## config.mk

```make
export PLATFORM = sky130hd
export DESIGN_NAME = io_ports
export DESIGN_NICKNAME = d
export VERILOG_FILES = /design/src/source/datapath_pkg.sv /design/src/source/io_ports.sv
export SDC_FILE = /design/constraint.sdc
export NUM_CORES = 1
export LEC_CHECK = 0
export BUFFER_PORTS_ARGS = -buffer_cell sky130_fd_sc_hd__buf_2
export CAP_MARGIN = 20
export CELL_PAD_IN_SITES_DETAIL_PLACEMENT = 0
export CELL_PAD_IN_SITES_GLOBAL_PLACEMENT = 2
export CORE_UTILIZATION = 25
export DETAILED_ROUTE_END_ITERATION = 10
export GPL_TIMING_DRIVEN = 0
export PLACE_DENSITY = 0.92
export SYNTH_ARGS = -nofsm -noshare
export SYNTH_HDL_FRONTEND = slang
export SYNTH_SLANG_ARGS = --single-unit
```

## constraint.sdc

```tcl
create_clock -name clock -period 1.1 [get_ports clock]
set_input_delay 0.055 -clock clock [delete_from_list [all_inputs] [get_ports clock]]
set_output_delay 0.055 -clock clock [all_outputs]
set_load 0.005 [all_outputs]
```

## src/source/datapath_pkg.sv

```systemverilog
package datapath_pkg;

	localparam int num_regs = 16;
	localparam int c_width = 15;

	// bus source numbers, 0 to 15 are the general registers.
	localparam logic [4:0] src_hi = 5'd16;
	localparam logic [4:0] src_lo = 5'd17;
	localparam logic [4:0] src_zhigh = 5'd18;
	localparam logic [4:0] src_zlow = 5'd19;
	localparam logic [4:0] src_inport = 5'd22; // 20 and 21 held pc and mdr.
	localparam logic [4:0] src_c = 5'd23;
	localparam logic [4:0] src_none = 5'd31;

	typedef logic [31:0] word_t;

	typedef enum logic [4:0] {
		op_ldi = 5'd0,
		op_add = 5'd1,
		op_sub = 5'd2,
		op_and = 5'd3,
		op_or = 5'd4,
		op_mul = 5'd5,
		op_mfhi = 5'd6,
		op_mflo = 5'd7,
		op_in = 5'd8,
		op_out = 5'd9
	} opcode_t;

	typedef enum logic [2:0] {
		alu_add = 3'd0,
		alu_sub = 3'd1,
		alu_and = 3'd2,
		alu_or = 3'd3,
		alu_mul = 3'd4,
		alu_pass = 3'd5
	} alu_op_t;

	typedef enum logic [2:0] {
		s_idle = 3'd0,
		s_t1 = 3'd1,
		s_t2 = 3'd2,
		s_t3 = 3'd3,
		s_t4 = 3'd4
	} state_t;

	typedef struct packed {
		opcode_t opcode;
		logic [3:0] ra; // destination.
		logic [3:0] rb;
		logic [3:0] rc;
		logic [c_width-1:0] c;
	} instr_t;

	typedef struct packed {
		logic [num_regs-1:0] r_out;
		logic hi_out;
		logic lo_out;
		logic zhigh_out;
		logic zlow_out;
		logic inport_out;
		logic c_out;
	} bus_sel_t;

	typedef struct packed {
		logic [num_regs-1:0] r_in;
		logic hi_in;
		logic lo_in;
		logic hilo_from_z; // hi/lo load from z instead of the bus.
	} reg_ctrl_t;

	typedef struct packed {
		logic y_in;
		logic z_in;
		alu_op_t op;
	} alu_ctrl_t;

endpackage

```

## src/source/io_ports.sv

```systemverilog
`timescale 1ns/100ps
module io_ports import datapath_pkg::*; (
	input logic clock,
	input logic rst,
	input word_t inport,
	input logic out_in,
	input word_t bus_data,
	output word_t inport_q,
	output word_t outport
);

	always_ff @(posedge clock)
	begin
		if (rst)
		begin
			inport_q <= '0;
			outport <= '0;
		end
		else
		begin
			inport_q <= inport; // sampled every cycle.
			if (out_in)
				outport <= bus_data;
		end
	end

endmodule

```

# ---- Yosys cells after proc, flatten, opt, wreduce, memory -nomap -nowiden
# Index checks and enable logic that the tools add are counted.
dict set report classes {
  add_sub_neg 0
  multipliers 0
  n_div 0
  n_lt_le_gt_ge 0
  n_eq_ne 0
  shift 0
  n_mux 0
  bitwise_logic 0
  reduce_logical 0
}
dict set report word_totals {
  ff_bits 64
  latch_bits 0
  mem_bits_rw 0
  rom_bits 0
  input_bits 67
  out_inout_bits 64
  word_cells 2
  mem_count 0
}

# ---- Depth between registers and ports, before layout
dict set report logic_depth {
  depth_word 0
  mapped_depth 4
  ltp_nobuf 2
}

# ---- Worst setup path before layout
# Ideal clock, no wire load.
dict set report synth_timing {
  path_kind {input port to flip-flop}
  start {in out_in}
  end {reg outport[10]}
  setup_time_ns 0.117
  arrival_ns 0.520
  t_required_ns 0.983
  path_slack_ns 0.463
  stages 4
  n_path_buf 2
  cell_sequence {buf_6 buf_12 mux2i_1 nor2_1}
}
# element line
set synth_lines {}
lappend synth_lines {{from (decl)} io_ports.sv:6} ;# input logic out_in,
lappend synth_lines {{to (signal assigned)} io_ports.sv:23} ;# outport <= bus_data;
lappend synth_lines {{to (decl)} io_ports.sv:9} ;# output word_t outport

# ---- Final worst setup path
dict set report layout_timing {
  start {reg outport[20]}
  end {out outport[20]}
}
# No word-level cell between the ends.

==> out/metrics.cfg <==
[power]
power.share.combinational_pct=12.2
p_seq_share_pct=44.6
p_clk_share_pct=43.2
vdd_drop_max_mv=0.6618
internal_power_mw=4.395
switchingPower_mw=1.201
p_leak_nw=1.859
p_sw_share_pct=21.46
power_mw=5.595
p_per_area_mw_per_mm2=1521

[synth]
yosys_register_bits=64
ys.flop_type=dfxtp_1
synth_top_area_cell=dfxtp_1
synth_top_area_share_pct=63.17
synth.yosys.warnings=0
syn_inst=171
synth.distinct_cells=7
yosys-top-cells-area=dfxtp_1, mux2i_1, nor2b_1
synth_nets=238
yosysMostFrequentCell=dfxtp_1
netlist_area_sq_mm=0.002028
synth_edf_count=0
seq_area_frac_synth_pct=63.17
synth_common_cells=dfxtp_1, mux2i_1, nor2_1, nor2b_1, buf_2
synth_area_per_cell_sq_um=11.86
async_reset_ff_share_pct=0

[cts]
htreeDepth=3
post_cts_buffers=0
clk_path_buf_depth=2
cts_buffers=9
cts_hold_buf=64
clock-sinks=64
clk_latency_ns=0.33
cts_root_buf=clkbuf_8
cts_tree=done
cts_resized=0
clkSlewWorstSetupHoldPaths_ns=0.06

[routing]
drt-initial-drc-count=17
ant_nets=0
viasPerCell=3.786
wl_per_cell_microns=10.76
dr.pass1.iters=3
vias=1821
route.detailed.drc=0
wl_microns=5177

[layout]
fill_cells=739
fin_cells=481
syn2layout_area_growth_pct=81.43
num_antenna_cells=0
drive_above_1_share_pct=40.90
final_nets=441

[critical_path]
critPathTopFamily=flip-flops
worstSetupEndpointType=output port
critPathCapture=outport[20]
r2r_end=outport[30]
crit_type=flop to output port
reg2reg_slack_ns=0.49
r2r_start=outport[30]
crit_buf_inv=1
cp-startpoint=outport[20]
cp.arrival_ns=0.79
rr_worst_depth=2
startpoint_type=flop
max_stage_delay_ns=0.34
critPathRequiredTime_ns=1.04
path_depth=1
path_max_fanout=2
crit_chain=buf_2
slowest_stage=dfxtp_1

[floorplanning]
fp-row-count=32
fp.dieW_microns=92.07
io_pins=131
die-height_microns=92.07
dieArea_sq_mm=0.008477
initial_core_util_pct=26.11
core_sq_mm=0.007767

[grt]
grt_pass1_vias=1851
grt_pass1_wl_microns=8217
gr-total-overflow=0
antenna_found_initial=0
grt_max_degree=13
grt.total_usage_pct=12.81

[sta]
tightestPinTransition_ns=0.2088
max_freq_mhz=1178
hold_viol=0
finalSetupTns_ns=0
period_share_pct=77.17
maxSlewViolCount=0
setup_slack_ns=0.2511
setup_violations=0
finClkSkew_ns=0
final_period_minus_worst_setup_slack_ns=0.8489
slew-limit-headroom_pct=86.08
grt_setup_unrepaired=false

[placed_design]
post-place-cells=401
pre_cts_slack_ns=0.3329
gp_congestion=0.6500
portBuffers=128
place_hpwl_microns=3427

[job]
cap_viol_max_count=0

[min_path]
hold_class=primary input to flop
whs_path_depth=3

[outcome]
status=finished clean

==> placed cells by master (no fill, tap or decap) <==
master | Yosys | final
dlygate4sd3_1 | 0 | 64
clkinvlp_4 | 0 | 2
buf_12 | 3 | 3
mux2i_1 | 32 | 32
dfxtp_1 | 64 | 64
nor2_1 | 32 | 32
inv_6 | 0 | 1
bufinv_16 | 0 | 3
buf_6 | 1 | 1
nor2b_1 | 32 | 32
clkbuf_8 | 0 | 9
clkinv_2 | 0 | 1
buf_2 | 7 | 135
==> per-stage QoR <==
stage	utilization (%)	instance area [sq um]	hold WS [ns]
after global routing	47.37	3680	0.05729
after floorplan	-	2028	0.1832
final	47.37	3680	0.04021
after CTS	47.37	3680	0.02316
after detailed placement	36.00	2796	0.2686
after global placement	36.00	2796	0.2636
==> final cells by class <==
cell class / count / area, sq um / area share [%]
Sequential cell: 64 / 1281 / 34.82
Timing Repair Buffer: 192 / 1281 / 34.82
Multi-Input combinational cell: 96 / 640.6 / 17.41
Tap cell: 102 / 127.6 / 3.468
Clock buffer: 9 / 123.9 / 3.366
Clock inverter: 7 / 118.9 / 3.230
Buffer: 11 / 106.4 / 2.890
==> logic make-up after synthesis <==
| logic type | Yosys count | share of synthesized area, % |
|---|---|---|
| flip-flops | 64 | 63.17 |
| AND/OR/NAND/NOR | 64 | 15.79 |
| multiplexers | 32 | 15.79 |
| buffers and inverters | 11 | 5.244 |
==> state kept, by name (all words and copies together), names as in the netlist <==
register,cells
outport,32
inport_q,32
==> worst min-delay path by stage <==
stage | startpoint | to | slack, ns
floorplan | inport[0] | inport_q[0] | 0.18
global route | out_in | outport[31] | 0.06
detailed placement | inport[22] | inport_q[22] | 0.27
CTS | out_in | outport[0] | 0.02
finish | out_in | outport[0] | 0.04
global placement | inport[9] | inport_q[9] | 0.26
==> per-layer routing <==
layer  up-vias  routed length [microns]  GRT usage, %
met5         -                        0             0
met4         0                      137         8.203
met3        13                      412         4.063
met2        82                     2393         22.26
met1       779                     2234         13.25
li1        947                        -             -
==> power by group through the flow <==
stage | Combinational, mW | Sequential (mW) | Clock [mW]
after detailed placement | 0.513 | 2.55 | 0
after CTS | 0.689 | 2.49 | 2.52
after global routing | 0.752 | 2.51 | 2.62
after global placement | 0.504 | 2.54 | 0
after floorplan | 0.219 | 2.56 | 0
final | 0.682 | 2.49 | 2.42
No activity file was read; power rests on OpenSTA's default activity.
