## src/source/datapath_pkg.sv

```systemverilog
package datapath_pkg;

	localparam int num_regs = 16;
	localparam int c_width = 15;

	// bus source numbers, 0 to 15 are the general registers.
	localparam logic [4:0] src_hi = 5'd16;
	localparam logic [4:0] src_lo = 5'd17;
	localparam logic [4:0] src_zhigh = 5'd18;
	localparam logic [4:0] src_zlow = 5'd19;
	localparam logic [4:0] src_inport = 5'd22; // 20 and 21 held pc and mdr.
	localparam logic [4:0] src_c = 5'd23;
	localparam logic [4:0] src_none = 5'd31;

	typedef logic [31:0] word_t;

	typedef enum logic [4:0] {
		op_ldi = 5'd0,
		op_add = 5'd1,
		op_sub = 5'd2,
		op_and = 5'd3,
		op_or = 5'd4,
		op_mul = 5'd5,
		op_mfhi = 5'd6,
		op_mflo = 5'd7,
		op_in = 5'd8,
		op_out = 5'd9
	} opcode_t;

	typedef enum logic [2:0] {
		alu_add = 3'd0,
		alu_sub = 3'd1,
		alu_and = 3'd2,
		alu_or = 3'd3,
		alu_mul = 3'd4,
		alu_pass = 3'd5
	} alu_op_t;

	typedef enum logic [2:0] {
		s_idle = 3'd0,
		s_t1 = 3'd1,
		s_t2 = 3'd2,
		s_t3 = 3'd3,
		s_t4 = 3'd4
	} state_t;

	typedef struct packed {
		opcode_t opcode;
		logic [3:0] ra; // destination.
		logic [3:0] rb;
		logic [3:0] rc;
		logic [c_width-1:0] c;
	} instr_t;

	typedef struct packed {
		logic [num_regs-1:0] r_out;
		logic hi_out;
		logic lo_out;
		logic zhigh_out;
		logic zlow_out;
		logic inport_out;
		logic c_out;
	} bus_sel_t;

	typedef struct packed {
		logic [num_regs-1:0] r_in;
		logic hi_in;
		logic lo_in;
		logic hilo_from_z; // hi/lo load from z instead of the bus.
	} reg_ctrl_t;

	typedef struct packed {
		logic y_in;
		logic z_in;
		alu_op_t op;
	} alu_ctrl_t;

endpackage

```

## src/source/register_file.sv

```systemverilog
`timescale 1ns/100ps
module register_file import datapath_pkg::*; (
	input logic clock,
	input logic rst,
	input reg_ctrl_t regs,
	input word_t bus_data,
	input word_t zhigh,
	input word_t zlow,
	output word_t r [num_regs],
	output word_t hi,
	output word_t lo
);

	always_ff @(posedge clock)
	begin
		if (rst)
		begin
			for (int i = 0; i < num_regs; i++)
				r[i] <= '0;
		end
		else
		begin
			for (int i = 0; i < num_regs; i++)
				if (regs.r_in[i])
					r[i] <= bus_data;
		end
	end

	// hi/lo take the product halves straight from z during mul.
	always_ff @(posedge clock)
	begin
		if (rst)
		begin
			hi <= '0;
			lo <= '0;
		end
		else
		begin
			if (regs.hi_in)
				hi <= regs.hilo_from_z ? zhigh : bus_data;
			if (regs.lo_in)
				lo <= regs.hilo_from_z ? zlow : bus_data;
		end
	end

endmodule

```

## config.mk

```make
export PLATFORM = sky130hd
export DESIGN_NAME = register_file
export DESIGN_NICKNAME = d
export VERILOG_FILES = /design/src/source/datapath_pkg.sv /design/src/source/register_file.sv
export SDC_FILE = /design/constraint.sdc
export NUM_CORES = 1
export LEC_CHECK = 0
export BUFFER_PORTS_ARGS = -buffer_cell sky130_fd_sc_hd__clkbuf_2
export CORE_MARGIN = 4
export CORE_UTILIZATION = 23
export DETAILED_ROUTE_END_ITERATION = 6
export GPL_TIMING_DRIVEN = 0
export PLACE_DENSITY_LB_ADDON = 0.08
export SETUP_SLACK_MARGIN = 0.1
export SYNTH_ARGS = -nofsm -noshare
export SYNTH_HDL_FRONTEND = slang
export SYNTH_SLANG_ARGS = --single-unit
```

## constraint.sdc

```tcl
create_clock -name clock -period 2.3 [get_ports clock]
set_input_delay 0.345 -clock clock [delete_from_list [all_inputs] [get_ports clock]]
set_output_delay 0.345 -clock clock [all_outputs]
set_load 0.05 [all_outputs]
```

* After elaboration in Yosys (flattened, before gate mapping)
Cells that the tools add are included.
** Word-level totals
- ROM bits :: 0
- Bits in latches :: 0
- Word-level logic and storage cells :: 20
- Output and inout port bits :: 576
- Memories :: 0
- Memory bits (writable) :: 0
- Register bits after elaboration :: 576
- Input bits :: 117
** Cells by class
- Add/subtract/negate cells :: 0
- Reductions and logical operators :: 0
- Eq/ne operators :: 0
- Shift-type cells :: 0
- Multiplexer cells :: 2
- Div/mod/pow operators :: 0
- Bitwise operators :: 0
- Multiply operators :: 0
- $lt $le $gt $ge :: 0
** Operator list (number)
- 32-bit 2-to-1 mux :: 2

* Longest topological paths before layout
- Depth after elaboration :: 1
- Depth in mapped cells :: 5
- Depth with buffers taken out :: 2

* Worst setup path after synthesis
No wires, ideal clock.
- Path type :: input port to flip-flop
- Start point :: in rst
- End point :: reg hi[21]
- Setup time :: 0.091 ns
- Data required time :: 2.209 ns
- Slack :: 1.213 ns
- Cell stages on the path :: 4
- Data arrival time :: 0.996 ns
- Path buffers :: 3
- Cell sequence :: buf_2 -> buf_2 -> buf_2 -> a311oi_1
** RTL lines
- start, declared :: RTL line register_file.sv:4 : input logic rst,
- end signal, assigned :: RTL line register_file.sv:40 : hi <= regs.hilo_from_z ? zhigh : bus_data;
- end, declared :: RTL line register_file.sv:10 : output word_t hi,
No word-level cell between the ends.

* Final worst setup path
- Start point :: reg hi[31]
- End point :: out hi[31]
No word-level cell between the ends.

==> results.md <==
* Status: complete, no violations
* TritonCTS clock tree: yes
* Maxcap violations at 0
* Post-synth top area share at 0.538
* Core Region at 92100 um^2
* Tot Pwr at 27.7 mW
* Vias per cell at 4.28
* Crit path max-delay cell type: dfxtp_1
* Setup-failing EPs final at 0
* Async SR Flop Fraction at 0
* Synth Flop Type: dfxtp_1
* Tmin final at 1680 ps
* Layout area overhead at 35.5%
* Vias in the first global route at 17800
* Final Hold Vio Count at 0
* Syn_area_per_cell at around 11 um^2
* Crit Path Category: flop to output port
* Worst Path Required at 1960 ps
* Crit Path Max Fanout at 2
* VDD IR-drop max at 0.000442 V
* Number of remaining DRC errors at 0
* #FFs+latches synth at 576
* Worst Setup Start Kind: flop
* Initial Util at 0.233
* Cells after Synth at 2041
* First-pass GRT wire length at 137000 um
* Num CTS Buffers at 73
* # Post-CTS Setup Buffers at 0
* CP arrival at 1340 ps
* Post-synthesis sequential area ratio at 0.538
* Finished Cell Area at 29100 um^2
* DR WL/cell at 24.1 um
* Total of fill cells in the finished design at ~9700
* Initial drt markers at 965
* Fmax achieved at between 500 and 600 MHz
* Unrepaired setup endpoints after global routing: no
* Largest net degree at the start of global routing at 14
* Synth top area cells: dfxtp_1, mux2i_1, nor2_1, buf_2, a311oi_2
* RR Endpoint: hi[31]
* P_leak at roughly 14 nW
* WP buf/inv at 1
* Detailed Place HPWL at 75500 um
* CTS Sinks at roughly 580
* Die W at around 310 um
* Worst-path cell chain: clkbuf_2
* Vias at 17500
* Slew Viols, Final at 0
* Share of layout cells above drive strength 1 at 0.357
* Routability Congestion at 0.843
* Die footprint at 98200 um^2
* M1 WL at 41800 um
* Max Clock Skew at 0 ps
* CTS resizes at 0
* Syn nets at 2158
* Final #Nets at 2918
* Non-filler cells, final at 4097
* Initial antenna violation count at 7
* Post-synth EDFFs at 0
* Hold buffers post-CTS at 45
* Reg clk slew, reported paths at 60 ps
* Maximum clock path buffer count at 3
* R2R depth at 2
* DRT Wirelength at ~100000 um
* Power per cell area at 955 nW/um^2
* Drt first pass iters at 5
* Crit-path leading delay family: flip-flops
* CTS root buf: clkbuf_16
* Worst Setup EP: hi[31]
* Mapped cell area at around 21000 um^2
* Worst setup path startpoint: hi[31]
* Met2 routed WL at between 40000 and 50000 um
* Post-synth cell types at 17
* WP depth at 1
* Relative slew slack at 0.394
* Hold crit path type: input pin to flop
* Post-Route Setup TNS at 0 ps
* CP peak stage delay at 420 ps
* Largest area contributor in the netlist: dfxtp_1
* Number of routed nets with antenna violations at 0
* RR Startpoint: hi[31]
* DR top layer: met5
* H-tree level count at 3
* Syn. warnings at 0
* Tot GR Track Use at 0.193
* GRT overflow at 0
* Met3 wire length at 6100 um
* Dpl cells at 3924
* FP Rows at 111
* Number of port buffers at 640
* DIE HEIGHT at 313 um
* R2R setup slack at 1440 ps
* Skew-Pair Late Insertion Delay at 600 ps
* Tcrit/Tclk final at 0.732
* Post-DP Area at approximately 26000 um^2
* Worst-Margin Slew at 910 ps
* Crit. End Element: output port
* Ports at 693
[where the power goes]
part | internal, mW | switching [mW]
combinational | 1.26 | 3.93
sequential | 10.6 | 0.344
clock | 7.03 | 4.57
total | 18.9 | 8.85
[cell usage in the layout (no fill, tap or decap), drive strengths merged]
master / n
clkbuf: 765
nor2: 576
dfxtp: 576
mux2i: 512
buf: 194
nand2: 64
a311oi: 64
dlygate4sd3: 45
nand2b: 32
clkinv: 10
bufinv: 7
inv: 4
diode: 3
clkinvlp: 2
[per-stage QoR]
stage                     worst slack (ps)  hold WS, ps  utilization
after global routing                   520         10.9        0.315
final                                  617         44.2        0.316
after detailed placement               364          479        0.284
after floorplan                       1210          508            -
after global placement                 404          472        0.284
after CTS                              539        0.419        0.315
[worst register-to-register path, cell delays in order, from the launching register on]
cell and delay [ps]:
dfxtp_1 420, nor2_1 70, a311oi_1 270
[layer usage]
| metal | vias to the layer above | global-route usage |
|---|---|---|
| li1 | 8288 | - |
| met1 | 8571 | 0.240 |
| met2 | 528 | 0.329 |
| met3 | 137 | 0.0496 |
| met4 | 6 | 0.0573 |
| met5 | - | 0 |
[cell type report]
class | count | area, um^2 | share of cell area
Antenna cell | 3 | 7.51 | 0.000258
Buffer | 217 | 1240 | 0.0428
Clock buffer | 102 | 2060 | 0.0708
Clock inverter | 23 | 344 | 0.0118
Multi-Input combinational cell | 1248 | 8660 | 0.298
Sequential cell | 576 | 11500 | 0.397
Tap cell | 1243 | 1560 | 0.0535
Timing Repair Buffer | 685 | 3650 | 0.126
[how the worst min path moves through the flow]
stage	start	endpoint	slack, ps	cells past startpoint
after CTS	zlow[0]	lo[0]	0.4	3
after global routing	zhigh[7]	hi[7]	10	3
after global placement	r[235]	r[235]	470	2
after floorplan	zlow[30]	lo[30]	510	2
final	zlow[0]	lo[0]	40	3
after detailed placement	r[388]	r[388]	480	2
[synthesized netlist by cell type, types with 15 or more instances]
cell type	n
buf_2	137
a311oi_1	34
clkbuf_1	22
nor2_1	576
mux2i_1	512
nand2_2	30
nand2b_4	15
nand2b_1	17
buf_4	49
dfxtp_1	576
a311oi_2	30
nand2_1	34
[registers in the layout, indices dropped and copies added (netlist names)]
name	cells
r	512
hi	32
lo	32
[cells by family after synthesis]
kind of cell,share of synthesized area
AND/OR/NAND/NOR,0.130
flip-flops,0.538
multiplexers,0.239
AO/OA/AOI/OAI,0.0349
buffers and inverters,0.0580
Power figures use the tool's default switching activity.
