### config.mk
export PLATFORM = sky130hd
export DESIGN_NAME = alu_unit
export DESIGN_NICKNAME = d
export VERILOG_FILES = /design/src/source/datapath_pkg.sv /design/src/source/alu_unit.sv
export SDC_FILE = /design/constraint.sdc
export NUM_CORES = 2
export LEC_CHECK = 0
export BUFFER_PORTS_ARGS = -buffer_cell sky130_fd_sc_hd__buf_4
export CAP_MARGIN = 0
export CORE_ASPECT_RATIO = 0.6
export CORE_MARGIN = 5
export CORE_UTILIZATION = 35
export CTS_CLUSTER_SIZE = 20
export DETAILED_ROUTE_END_ITERATION = 8
export PLACE_DENSITY = 0.48
export SLEW_MARGIN = 10
export SYNTH_ARGS = -nofsm -noshare
export SYNTH_HDL_FRONTEND = slang
export SYNTH_SLANG_ARGS = --single-unit
### constraint.sdc
create_clock -name clock -period 14.19 [get_ports clock]
set_clock_uncertainty 0.2 [all_clocks]
set_input_delay 2.838 -clock clock [delete_from_list [all_inputs] [get_ports clock]]
set_output_delay 2.838 -clock clock [all_outputs]
set_load 0.01 [all_outputs]
### src/source/datapath_pkg.sv
package datapath_pkg;

	localparam int num_regs = 16;
	localparam int c_width = 15;

	// bus source numbers, 0 to 15 are the general registers.
	localparam logic [4:0] src_hi = 5'd16;
	localparam logic [4:0] src_lo = 5'd17;
	localparam logic [4:0] src_zhigh = 5'd18;
	localparam logic [4:0] src_zlow = 5'd19;
	localparam logic [4:0] src_inport = 5'd22; // 20 and 21 held pc and mdr.
	localparam logic [4:0] src_c = 5'd23;
	localparam logic [4:0] src_none = 5'd31;

	typedef logic [31:0] word_t;

	typedef enum logic [4:0] {
		op_ldi = 5'd0,
		op_add = 5'd1,
		op_sub = 5'd2,
		op_and = 5'd3,
		op_or = 5'd4,
		op_mul = 5'd5,
		op_mfhi = 5'd6,
		op_mflo = 5'd7,
		op_in = 5'd8,
		op_out = 5'd9
	} opcode_t;

	typedef enum logic [2:0] {
		alu_add = 3'd0,
		alu_sub = 3'd1,
		alu_and = 3'd2,
		alu_or = 3'd3,
		alu_mul = 3'd4,
		alu_pass = 3'd5
	} alu_op_t;

	typedef enum logic [2:0] {
		s_idle = 3'd0,
		s_t1 = 3'd1,
		s_t2 = 3'd2,
		s_t3 = 3'd3,
		s_t4 = 3'd4
	} state_t;

	typedef struct packed {
		opcode_t opcode;
		logic [3:0] ra; // destination.
		logic [3:0] rb;
		logic [3:0] rc;
		logic [c_width-1:0] c;
	} instr_t;

	typedef struct packed {
		logic [num_regs-1:0] r_out;
		logic hi_out;
		logic lo_out;
		logic zhigh_out;
		logic zlow_out;
		logic inport_out;
		logic c_out;
	} bus_sel_t;

	typedef struct packed {
		logic [num_regs-1:0] r_in;
		logic hi_in;
		logic lo_in;
		logic hilo_from_z; // hi/lo load from z instead of the bus.
	} reg_ctrl_t;

	typedef struct packed {
		logic y_in;
		logic z_in;
		alu_op_t op;
	} alu_ctrl_t;

endpackage

### src/source/alu_unit.sv
`timescale 1ns/100ps
module alu_unit import datapath_pkg::*; (
	input logic clock,
	input logic rst,
	input alu_ctrl_t alu,
	input word_t bus_data,
	output word_t zhigh,
	output word_t zlow
);

	word_t y;
	word_t res32;
	logic [63:0] result;

	always_ff @(posedge clock)
	begin
		if (rst)
			y <= '0;
		else if (alu.y_in)
			y <= bus_data;
	end

	// y is the first operand, the bus the second.
	always_comb
	begin
		case (alu.op)
			alu_add: res32 = y + bus_data;
			alu_sub: res32 = y - bus_data;
			alu_and: res32 = y & bus_data;
			alu_or: res32 = y | bus_data;
			alu_pass: res32 = bus_data;
			default: res32 = '0;
		endcase
	end

	always_comb
	begin
		if (alu.op == alu_mul)
		begin
			// low 64 bits of the sign extended operands give the signed product.
			result = {{32{y[31]}}, y} * {{32{bus_data[31]}}, bus_data};
		end
		else
			result = {{32{res32[31]}}, res32};
	end

	always_ff @(posedge clock)
	begin
		if (rst)
		begin
			zhigh <= '0;
			zlow <= '0;
		end
		else if (alu.z_in)
		begin
			zhigh <= result[63:32];
			zlow <= result[31:0];
		end
	end

endmodule

## Word-level counts from Yosys, hierarchy flattened

Cells that the tools add are included.
Widths: inputs -> output; s select.

| cells by class | value |
|---|---|
| add/subtract/negate cells | 2 |
| multiply operators | 1 |
| eq/ne operators | 5 |
| multiplexer cells | 2 |
| bitwise logic cells | 2 |
| reductions and logical operators | 1 |

Operators with widths:

| kind | count |
|---|---|
| $pmux 32 s5 | 1 |
| $mul 32x32->64 | 1 |
| $mux 64 | 1 |
| $add 32x32->32 | 1 |
| $and 32x32->32 | 1 |
| $or 32x32->32 | 1 |
| $sub 32x32->32 | 1 |
| $eq 3x2->1 const B | 2 |
| $eq 3x3->1 const B | 2 |
| $eq 3x1->1 const B | 1 |
| $logic_not 3->1 | 1 |

| storage, ports and cells | value |
|---|---|
| bits in registers | 96 |
| input bits | 39 |
| output and inout bits | 64 |
| word-level logic and storage cells | 16 |

## Depth between registers and ports, before layout

| depth | value |
|---|---|
| depth after elaboration | 3 |
| mapped depth | 29 |
| depth with buffers taken out | 27 |

## Worst setup path after synthesis

OpenSTA, ideal clock, no wires.

| timing path | value |
|---|---|
| path type | input to register |
| start point | in bus_data[2] |
| end point | reg zhigh[30] |
| library setup time | 86 ps |
| data arrival time | 10599 ps |
| data required time | 13904 ps |
| setup slack | 3305 ps |
| stages on the path | 25 |
| path buffers | 3 |
| cells stage by stage | clkbuf_1 buf_1 nand2_1 inv_1 fa_1 fa_1 fa_1 fa_1 inv_1 fa_1 inv_1 fa_1 fa_1 fa_1 ha_1 clkbuf_1 and3_1 and4_1 nand2_1 or4_1 o211ai_1 a41oi_1 xnor2_1 nand2_1 a211oi_1 |

| between the ends | value |
|---|---|
| word-level cells in the longest chain between the ends | 3 |

Ends and longest elaborated chain:

| what | RTL line | source |
|---|---|---|
| start: declaration | alu_unit.sv:6 | `input word_t bus_data,` |
| parallel branches: the longest is 2 deep, another holds $mul 32x32->64 | - |  |
| $mux 64 (*) | alu_unit.sv:38 | `if (alu.op == alu_mul)` |
| end signal: assignment | alu_unit.sv:56 | `zhigh <= result[63:32];` |
| end: declaration | alu_unit.sv:7 | `output word_t zhigh,` |

Every way passes the cells marked *.
A chain may end at the register's enable or synchronous reset.

## Worst setup path after layout

| timing path | value |
|---|---|
| start point | in bus_data[2] |
| end point | reg zhigh[29] |

Same word-level chain as after synthesis.

==> flow_summary.yaml <==
min_path:
  min_path_cells: 2
  hold_end: "zlow[13]"
  hp-class: "flip-flop to flip-flop"
  min_from: "zlow[13]"
placement:
  place_area_um2: 45100
  dp_slack_ns: 2.15
  portBuffers: 102
  hpwl_mm: 118
  place_congestion: 0.930
drt:
  wl_mm: 149
  ant_nets: 0
  dr.pass1.iters: 5
  dr_total_vias: 31900
  dr.first_iter.drc_count: 2431
  via_per_inst: 5.09
  routedWlPerCell_um: 23.7
  drc: 0
logic_synthesis:
  async_flop_share: 0
  synth_top_area_share: 0.504
  synth_nets: 6119
  ys_top_cells_by_area: "fa_1, inv_1, and2_1"
  yosysWarnings: 0
  syn_inst: 4779
  synth_edf_count: 0
  yosysUniqueCellTypes: 78
  syn_area_um2: 43000
  yosys.area.top_type: "fa_1"
  synth_seq_area_share: 0.0446
  synth.avg_cell_area_um2: 9.01
  synth_seq_cells: 96
  synth_ff_type: "dfxtp_1"
timing:
  tns_ns: 0
  rsz0062_at_grt: "no"
  slew_viol_final: 0
  hold_viol_final: 0
  fmax_ghz: 0.0851
  finalSetupViolCount: 0
  fin_crit_sh: 0.828
  period_minus_slack_ns: 11.75
  worst_slew_pin_slew_ns: 1.14
  setup_ws_ns: 2.44
  slew_headroom: 0.243
clocking:
  clk_latency_ns: 0.38
  cts.sinks: 96
  htreeDepth: 3
  cts_resized: 0
  cts_tree: "yes"
  postCtsSetupBuffers: 0
  cts-buffers-inserted: 9
  cts_hold_buf: 0
  clkTransAtPathRegs_ns: 0.08
  cts_root_buf: "clkbuf_16"
  clockBufferDepth: 2
die:
  ioPinCount: 103
  rows: 99
  dieWidth_um: 463
  dieArea_um2: 130000
  start_util: 0.353
  coreArea_um2: 122000
  die_height_um: 282
layout:
  fin_area_um2: 45400
  utilization: 0.372
  drive_gt1_frac: 0.0424
  layout.nets: 5983
  mostFrequentLayoutCells: "fa_1, inv_1, nand2_1, and2_1, ha_1"
  final_common_cell: "fa_1"
  area_growth_pct: 5.44
status:
  status: "finished clean"
grt:
  antenna_found_initial: 7
  grt_usage: 0.233
  grt_pass1_wl_mm: 226
  grt_pass1_vias: 33400
  overflow: 0
  grt_max_degree: 97
setup_path:
  reg2reg_from: "y[27]"
  rr_endpoint: "zhigh[29]"
  slowest_stage: "fa_1"
  cp-end-kind: "flip-flop"
  slowest_delay_ns: 1.00
  timing.critical_path.mode_cell: "fa_1"
  rr_worst_depth: 24
  ff2ff_setup_slack_ns: 4.49
  critPathRequiredTime_ns: 14.23
  path_cells: "buf_4, nand2_1, inv_1, fa_1, fa_1, fa_1, fa_1, inv_1, fa_1, inv_1, fa_1, fa_1, fa_1, ha_1, a21oi_1, nand3_1, nor4_1, o21ai_0, a21o_1, a211o_1, o2111ai_1, a21oi_1"
  startpoint_type: "input pin"
  crit_path_max_fanout: 39
  timing_worst_setup_path_type: "input pin to flip-flop"
  cp_data_arrival_time_ns: 11.79
run:
  drv_cap: 0
==> through the flow <==
stage / instances / hold slack [ns]
finish: 6267 / 0.278
detailed placement: 6248 / 0.266
global route: 6264 / 0.288
floorplan: 4779 / 0.294
global placement: 6248 / 0.263
CTS: 6264 / 0.282
==> cells in the mapped netlist (13+ instances only) <==
| cell | instances |
|---|---|
| a21o_1 | 38 |
| nor2_1 | 191 |
| a211oi_1 | 49 |
| ha_1 | 218 |
| dfxtp_1 | 96 |
| xnor2_1 | 83 |
| a21oi_1 | 106 |
| o21a_1 | 21 |
| o21bai_1 | 13 |
| and3_1 | 17 |
| xor2_1 | 38 |
| nand4_1 | 17 |
| inv_1 | 961 |
| and2_1 | 522 |
| maj3_1 | 27 |
| nand2b_1 | 18 |
| fa_1 | 1083 |
| nand3_1 | 31 |
| nor3_1 | 40 |
| mux2i_1 | 38 |
| nand2_1 | 625 |
| a221oi_1 | 20 |
| buf_1 | 36 |
| clkbuf_1 | 257 |
| o21ai_0 | 74 |
==> critical path: cells and delay by family <==
family / cells / cell delay [ns]
and+or+nand+nor: 3 / 1.16
buffers and inverters: 4 / 1.05
adders and majority gates: 9 / 5.16
AOI/OAI and AO/OA: 6 / 1.51
==> per-layer routing <==
layer | part of all wire | vias to the layer above | global-route usage | wire (µm)
li1 | - | 14000 | - | -
met1 | 0.52 | 16600 | 0.382 | 77600
met2 | 0.34 | 1224 | 0.282 | 50800
met3 | 0.12 | 86 | 0.0921 | 18400
met4 | 0.011 | 4 | 0.0282 | 1700
met5 | 0.00074 | - | 0.00529 | 110
==> kinds of logic (layout without fill, tap and decap cells) <==
logic type	Yosys count	after routing	share of synthesized area
muxes	38	38	0.00884
other	0	3	0
AOI/OAI and AO/OA	415	415	0.0647
buffers and inverters	1266	1135	0.112
DFF	96	96	0.0446
xor gates and xnor gates	121	121	0.0246
and+or+nand+nor	1515	1515	0.172
adders and majority gates	1328	1328	0.573
==> sequential cells by signal, summed over array words and instances, names as in the netlist <==
register / flops
zlow: 32
y: 32
zhigh: 32
==> worst max path at each step <==
stage / from / endpoint / slack, ns / cells past startpoint
5_1_grt: bus_data[5] / zhigh[25] / 2.02 / 24
2_1_floorplan: bus_data[2] / zhigh[30] / 3.31 / 25
6_report: bus_data[2] / zhigh[29] / 2.44 / 22
4_1_cts: bus_data[2] / zhigh[29] / 2.53 / 22
3_5_place_dp: bus_data[2] / zhigh[29] / 2.15 / 22
3_3_place_gp: bus_data[2] / zhigh[29] / 2.23 / 22
==> layout make-up <==
cell class	instances	area, µm²
multi-input combinational	3417	36300
sequential	96	1920
inverter	961	3610
clock inverter	7	103
tap	1616	2020
clock buffer	9	225
timing repair buffer	158	1190
fill	12700	76500
antenna	3	7.51
Power is not shown: default switching activity piles up to over one toggle a cycle in this logic, so the estimate is an artifact.
