==> config.mk <==
export PLATFORM = sky130hd
export DESIGN_NAME = control_unit
export DESIGN_NICKNAME = d
export VERILOG_FILES = /design/src/source/datapath_pkg.sv /design/src/source/control_unit.sv
export SDC_FILE = /design/constraint.sdc
export NUM_CORES = 1
export LEC_CHECK = 0
export ABC_AREA = 1
export BUFFER_PORTS_ARGS = -buffer_cell sky130_fd_sc_hd__clkbuf_2
export CAP_MARGIN = 40
export CORE_UTILIZATION = 40
export DETAILED_ROUTE_END_ITERATION = 10
export GPL_ROUTABILITY_DRIVEN = 0
export PLACE_DENSITY = 0.81
export SLEW_MARGIN = 0
export SYNTH_ARGS = -nofsm -noshare
export SYNTH_HDL_FRONTEND = slang
export SYNTH_SLANG_ARGS = --single-unit
==> constraint.sdc <==
create_clock -name clock -period 3.7 [get_ports clock]
set_input_delay 0.555 -clock clock [delete_from_list [all_inputs] [get_ports clock]]
set_output_delay 0.555 -clock clock [all_outputs]
set_load 0.01 [all_outputs]
==> src/source/datapath_pkg.sv <==
package datapath_pkg;

	localparam int num_regs = 16;
	localparam int c_width = 15;

	// bus source numbers, 0 to 15 are the general registers.
	localparam logic [4:0] src_hi = 5'd16;
	localparam logic [4:0] src_lo = 5'd17;
	localparam logic [4:0] src_zhigh = 5'd18;
	localparam logic [4:0] src_zlow = 5'd19;
	localparam logic [4:0] src_inport = 5'd22; // 20 and 21 held pc and mdr.
	localparam logic [4:0] src_c = 5'd23;
	localparam logic [4:0] src_none = 5'd31;

	typedef logic [31:0] word_t;

	typedef enum logic [4:0] {
		op_ldi = 5'd0,
		op_add = 5'd1,
		op_sub = 5'd2,
		op_and = 5'd3,
		op_or = 5'd4,
		op_mul = 5'd5,
		op_mfhi = 5'd6,
		op_mflo = 5'd7,
		op_in = 5'd8,
		op_out = 5'd9
	} opcode_t;

	typedef enum logic [2:0] {
		alu_add = 3'd0,
		alu_sub = 3'd1,
		alu_and = 3'd2,
		alu_or = 3'd3,
		alu_mul = 3'd4,
		alu_pass = 3'd5
	} alu_op_t;

	typedef enum logic [2:0] {
		s_idle = 3'd0,
		s_t1 = 3'd1,
		s_t2 = 3'd2,
		s_t3 = 3'd3,
		s_t4 = 3'd4
	} state_t;

	typedef struct packed {
		opcode_t opcode;
		logic [3:0] ra; // destination.
		logic [3:0] rb;
		logic [3:0] rc;
		logic [c_width-1:0] c;
	} instr_t;

	typedef struct packed {
		logic [num_regs-1:0] r_out;
		logic hi_out;
		logic lo_out;
		logic zhigh_out;
		logic zlow_out;
		logic inport_out;
		logic c_out;
	} bus_sel_t;

	typedef struct packed {
		logic [num_regs-1:0] r_in;
		logic hi_in;
		logic lo_in;
		logic hilo_from_z; // hi/lo load from z instead of the bus.
	} reg_ctrl_t;

	typedef struct packed {
		logic y_in;
		logic z_in;
		alu_op_t op;
	} alu_ctrl_t;

endpackage

==> src/source/control_unit.sv <==
`timescale 1ns/100ps
module control_unit import datapath_pkg::*; (
	input logic clock,
	input logic rst,
	input instr_t instr,
	input logic instr_valid,
	output bus_sel_t sel,
	output reg_ctrl_t regs,
	output alu_ctrl_t alu,
	output logic out_in,
	output word_t c_sext,
	output logic busy,
	output logic done
);

	state_t state;
	state_t state_next;
	state_t last_step;
	instr_t ir; // latched instruction.
	logic is_alu;

	always_ff @(posedge clock)
	begin
		if (state == s_idle && instr_valid)
			ir <= instr;
	end

	assign c_sext = {{(32 - c_width){ir.c[c_width-1]}}, ir.c};
	assign is_alu = ir.opcode inside {op_add, op_sub, op_and, op_or, op_mul};

	always_comb
	begin
		case (ir.opcode)
			op_add, op_sub, op_and, op_or: last_step = s_t3;
			op_mul: last_step = s_t4;
			default: last_step = s_t1;
		endcase
	end

	assign busy = (state != s_idle);
	assign done = (state == last_step); // last_step is never s_idle.

	always_comb
	begin
		case (state)
			s_idle: state_next = instr_valid ? s_t1 : s_idle;
			s_t1: state_next = s_t2;
			s_t2: state_next = s_t3;
			s_t3: state_next = s_t4;
			default: state_next = s_idle;
		endcase
		if (done)
			state_next = s_idle;
	end

	always_ff @(posedge clock)
	begin
		if (rst)
			state <= s_idle;
		else
			state <= state_next;
	end

	// strobe decode from step and opcode.
	always_comb
	begin
		sel = '0;
		regs = '0;
		alu = '0;
		alu.op = alu_pass;
		out_in = 1'b0;
		case (state)
			s_t1:
				if (is_alu)
				begin
					sel.r_out[ir.rb] = 1'b1;
					alu.y_in = 1'b1;
				end
				else
				begin
					regs.r_in[ir.ra] = (ir.opcode != op_out);
					case (ir.opcode)
						op_ldi: sel.c_out = 1'b1;
						op_mfhi: sel.hi_out = 1'b1;
						op_mflo: sel.lo_out = 1'b1;
						op_in: sel.inport_out = 1'b1;
						op_out:
						begin
							sel.r_out[ir.rb] = 1'b1;
							out_in = 1'b1;
						end
						default: ;
					endcase
				end
			s_t2:
			begin
				sel.r_out[ir.rc] = 1'b1;
				alu.z_in = 1'b1;
				case (ir.opcode)
					op_add: alu.op = alu_add;
					op_sub: alu.op = alu_sub;
					op_and: alu.op = alu_and;
					op_or: alu.op = alu_or;
					op_mul: alu.op = alu_mul;
					default: alu.op = alu_pass;
				endcase
			end
			s_t3:
				if (ir.opcode == op_mul)
				begin
					regs.lo_in = 1'b1;
					regs.hilo_from_z = 1'b1;
				end
				else
				begin
					sel.zlow_out = 1'b1;
					regs.r_in[ir.ra] = 1'b1;
				end
			s_t4:
			begin
				regs.hi_in = 1'b1; // mul only.
				regs.hilo_from_z = 1'b1;
			end
			default: ;
		endcase
	end

endmodule

Yosys cells after proc, flatten, opt, wreduce, memory -nomap -nowiden
Cells that the tools add are included.
{"block": "classes", "magnitude_cmp": 6, "n_eq_ne": 15, "mux": 36, "n_bitwise": 1, "n_reduce_logical": 10}
{"op": "16-bit 2-to-1 mux", "count": 4}
{"op": "16-bit one-hot mux with 2 select lines", "count": 2}
{"op": "5-bit by 3-bit equality test with 1-bit output (second input constant)", "count": 4}
{"op": "1-bit 2-to-1 mux", "count": 17}
{"op": "16-bit AND", "count": 1}
{"op": "4-bit by 5-bit < comparator with 1-bit output (second input constant)", "count": 3}
{"op": "3-bit one-hot mux with 5 select lines", "count": 1}
{"op": "1-bit demux with 4-bit select", "count": 3}
{"op": "4-bit by 1-bit >= comparator with 1-bit output (second input constant)", "count": 3}
{"op": "3-bit one-hot mux with 4 select lines", "count": 1}
{"op": "5-bit by 2-bit equality test with 1-bit output (second input constant)", "count": 2}
{"op": "5-bit by 4-bit equality test with 1-bit output (second input constant)", "count": 2}
{"op": "2-bit 2-to-1 mux", "count": 5}
{"op": "3-bit by 2-bit equality test with 1-bit output (second input constant)", "count": 2}
{"op": "3-bit one-hot mux with 2 select lines", "count": 1}
{"op": "5-bit by 1-bit equality test with 1-bit output (second input constant)", "count": 1}
{"op": "5-bit logical NOT", "count": 1}
{"op": "5-bit by 4-bit inequality test with 1-bit output (second input constant)", "count": 1}
{"op": "5-bit nonzero test", "count": 1}
{"op": "1-bit logical AND", "count": 4}
{"op": "4-bit 2-to-1 mux", "count": 1}
{"op": "4-bit OR reduction", "count": 1}
{"op": "3-bit by 1-bit equality test with 1-bit output (second input constant)", "count": 1}
{"op": "3-bit equality test", "count": 1}
{"op": "5 further kinds", "count": 5}
{"block": "word_totals", "ff_bits": 35, "in_bits": 35, "output_inout_bits": 81, "word_cells": 74}

Depth between registers and ports, before layout
{"block": "depth", "depth_word": 7, "depth_mapped": 10, "depth_no_buf": 9}

Worst setup path after synthesis
No wires, ideal clock.
{"block": "synth_timing", "path_type": "register -> register", "start": "register state[1]", "end": "register ir, in the netlist c_sext[0] (enable)", "setup_time_ns": 0.423, "arrival_time_ns": 2.024, "slack_ns": 1.254, "path_stages_with_launch": 4, "synth_period_minus_slack_ns": 2.446, "cell_sequence": "dfxtp_1 > inv_1 > nand3_1 > nor2_1"}
{"block": "synth_between", "elab_chain_len": 2}
{"element": "start: declaration", "line": "control_unit.sv:16", "rtl": "state_t state;"}
{"element": "start signal: assignment", "line": "control_unit.sv:59", "rtl": "state <= s_idle;"}
{"element": "start signal: assignment", "line": "control_unit.sv:61", "rtl": "state <= state_next;"}
{"element": "3-bit logical NOT", "line": "control_unit.sv:24", "rtl": "if (state == s_idle && instr_valid)"}
{"element": "1-bit logical AND", "line": "control_unit.sv:24"}
{"element": "end signal: assignment", "line": "control_unit.sv:25", "rtl": "ir <= instr;"}
{"element": "end: declaration", "line": "control_unit.sv:19", "rtl": "instr_t ir;"}
Every way passes these cells.
A chain may end at the register's enable or synchronous reset.

==> flow_summary.ini <==
[global_route]
overflow = 0
antenna_found_initial = 0
grt_pass1_vias = 2086
grt_util_all_layers_pct = 18.1
grt_pass1_wl_mm = 9.49
grt_max_degree = 30

[setup_path]
crit_family = simple AND/OR/NAND/NOR gates
worstSetupStartpoint = state[0]$_SDFF_PP0_
cp_common_cell = inv_2
crit_slowest_cell = nor2_4
worstSetupPathType = register to primary output
crit_buf_inv = 4
cp-start-kind = register
cp-end-kind = primary output
crit_fanout = 21
cp.required_ns = 3.14
cpPeakStageDelay_ns = 0.42
worstPathCellList = inv_2 > nor2_2 > inv_2 > nor2_4 > inv_2 > nor3_1 > nand2_1 > nand2_1 > clkbuf_2
r2r_start = state[0]$_SDFF_PP0_
crit_arrival_ns = 2.05

[detailed_routing]
drc_errors = 0
postRouteAntennaNets = 0
drt_iter0_drc = 177
drtPass1Iterations = 5
dr_wl_met3_um = 453
top_layer_used = met4
wirelength_mm = 6.00
m1WireLength_mm = 2.63
wire_per_inst_um = 12.6
routed_via_density = 5.01
routed-via-count = 2394
wl_met2_mm = 2.82

[timing]
layout_min_cycle_time_ns = 2.61
fin_setup_tns_ns = 0
max_clock_freq_mhz = 384
setup_viol = 0
tightest_slew_ns = 0.651
period_share_pct = 70.4
fin_ws_ns = 1.09
skew_ns = 0.0108
hold_viol = 0
rsz0062_at_grt = false
slew_headroom_pct = 56.5
slew_violations = 0

[logic_synthesis]
syn_area_per_cell_um2 = 7.95
yosys_warnings = 0
ys_ff_latch = 35
syn_nets = 358
ys_types = 25
mappedNetlistArea_um2 = 2570
ys_seq_area_share_pct = 39.8
synth_cells = 323

[place]
numPortBuffers = 114
preCtsSetupSlack_ns = 1.44
post-dp-hpwl_mm = 4.71

[floorplan]
die_x_um = 82.1
core_area_um2 = 6060
rows = 28
fp.dieArea_um2 = 6740
ios = 116
initial_core_util_pct = 42.4
dieHeight_um = 82.1

[clocking]
cts_buffers = 5
cts_sinks = 35
insertion_delay_ns = 0.29
path_clk_slew_ns = 0.08
cts.htree.levels = 2
post_cts_buffers = 0
cts_root_buffer = clkbuf_8
cts_buffer_depth = 2
cts_resized = 0
cts_tree = built
ctsHoldBuffers = 0

[cells_and_area]
antenna_cells = 0
layout.nets = 437
syn2layout_area_growth_pct = 19.2
seq_area_um2 = 1020
drive_gt1_share_pct = 38.7
multiInputGateArea_um2 = 1060
fill_cells = 599

[run]
cap_violations = 0

[power]
powerDensity_nw_per_um2 = 408
ir_drop_mv = 0.279
leakagePower_uw = 0.00154

[min_path]
hp-class = primary input to register
min-delay-start = instr[28]

[status]
status = complete, no violations
placed cells by master, fill, tap and decap left out:
| cell | instances |
|---|---|
| nand3_1 | 21 |
| inv_1 | 31 |
| nand2_4 | 2 |
| clkbuf_2 | 114 |
| nor3_1 | 36 |
| inv_2 | 6 |
| nor2_4 | 3 |
| o22ai_1 | 1 |
| conb_1 | 1 |
| buf_12 | 1 |
| nand2_1 | 79 |
| a21oi_1 | 2 |
| nor2_2 | 4 |
| clkinvlp_4 | 1 |
| clkbuf_8 | 5 |
| edfxtp_1 | 32 |
| nor2_1 | 23 |
| dfxtp_1 | 3 |
| nor2_8 | 1 |
| nand4_1 | 17 |
| inv_4 | 3 |
| nand3_4 | 2 |
| o2111ai_1 | 1 |
| nand3_2 | 12 |
| bufinv_16 | 2 |
state kept, by name, summed over array words and instances, names as in the netlist:
signal and flops:
ir 17, state 3, c_sext 15
synthesized netlist by cell type, drive strengths merged:
| library cell | n | share of area, % |
|---|---|---|
| inv | 40 | 6.1 |
| o2111ai | 1 | 0.34 |
| nor3 | 36 | 7.0 |
| dfxtp | 3 | 2.3 |
| nand2 | 81 | 12 |
| a21oi | 2 | 0.39 |
| nor2 | 31 | 6.1 |
| buf | 43 | 13 |
| edfxtp | 32 | 37 |
| nand3 | 35 | 10 |
| nand4 | 17 | 4.1 |
| o22ai | 1 | 0.24 |
| conb | 1 | 0.15 |
cell type report:
cell class / count / area share (%)
flip-flops and latches: 35 / 33.4
well taps: 75 / 3.07
multi-input cells: 205 / 34.6
clock buffers: 5 / 2.25
inverters: 40 / 5.15
clock inverters: 3 / 2.21
repair buffers: 115 / 19.3
metal layers:
layer	up-vias	GRT usage [%]
met5	-	0
met4	0	7.19
met3	13	2.97
met2	126	28.9
met1	1063	24.5
li1	1192	-
through the flow:
step                      utilization [%]  cells  hold slack, ns  cell area (um2)  power (uW)
final                                50.5    478           0.436             3060        1250
after global routing                 50.5    478           0.423             3060        1310
after CTS                            50.5    478           0.430             3060        1260
after detailed placement             48.2    470           0.734             2920         843
after global placement               47.9    469           0.732             2900         825
after floorplan                         -    323           0.654             2570         790
path summary, 6_finish.rpt:
check	slack, ns	end	cells past startpoint
min	0.44	ir[28]$_DFFE_PP_	1
max reg2reg	2.11	state[1]$_SDFF_PP0_	8
min reg2reg	0.75	state[2]$_SDFF_PP0_	6
max	1.09	sel[9]	9
logic make-up (layout without fill, tap and decap cells):
family | after synthesis | in the layout | share of synthesized area, %
flops | 35 | 35 | 39.8
other cells | 1 | 1 | 0.146
buf+inv | 83 | 163 | 19.2
simple gates | 200 | 200 | 39.9
compound gates | 4 | 4 | 0.975
power by group:
part / switching [uW] / leakage (uW) / internal [uW]
clock: 143 / 0.0000644 / 269
sequential: 31.4 / 0.000331 / 488
combinational: 223 / 0.00114 / 94.1
(Power assumes the default switching activity.)
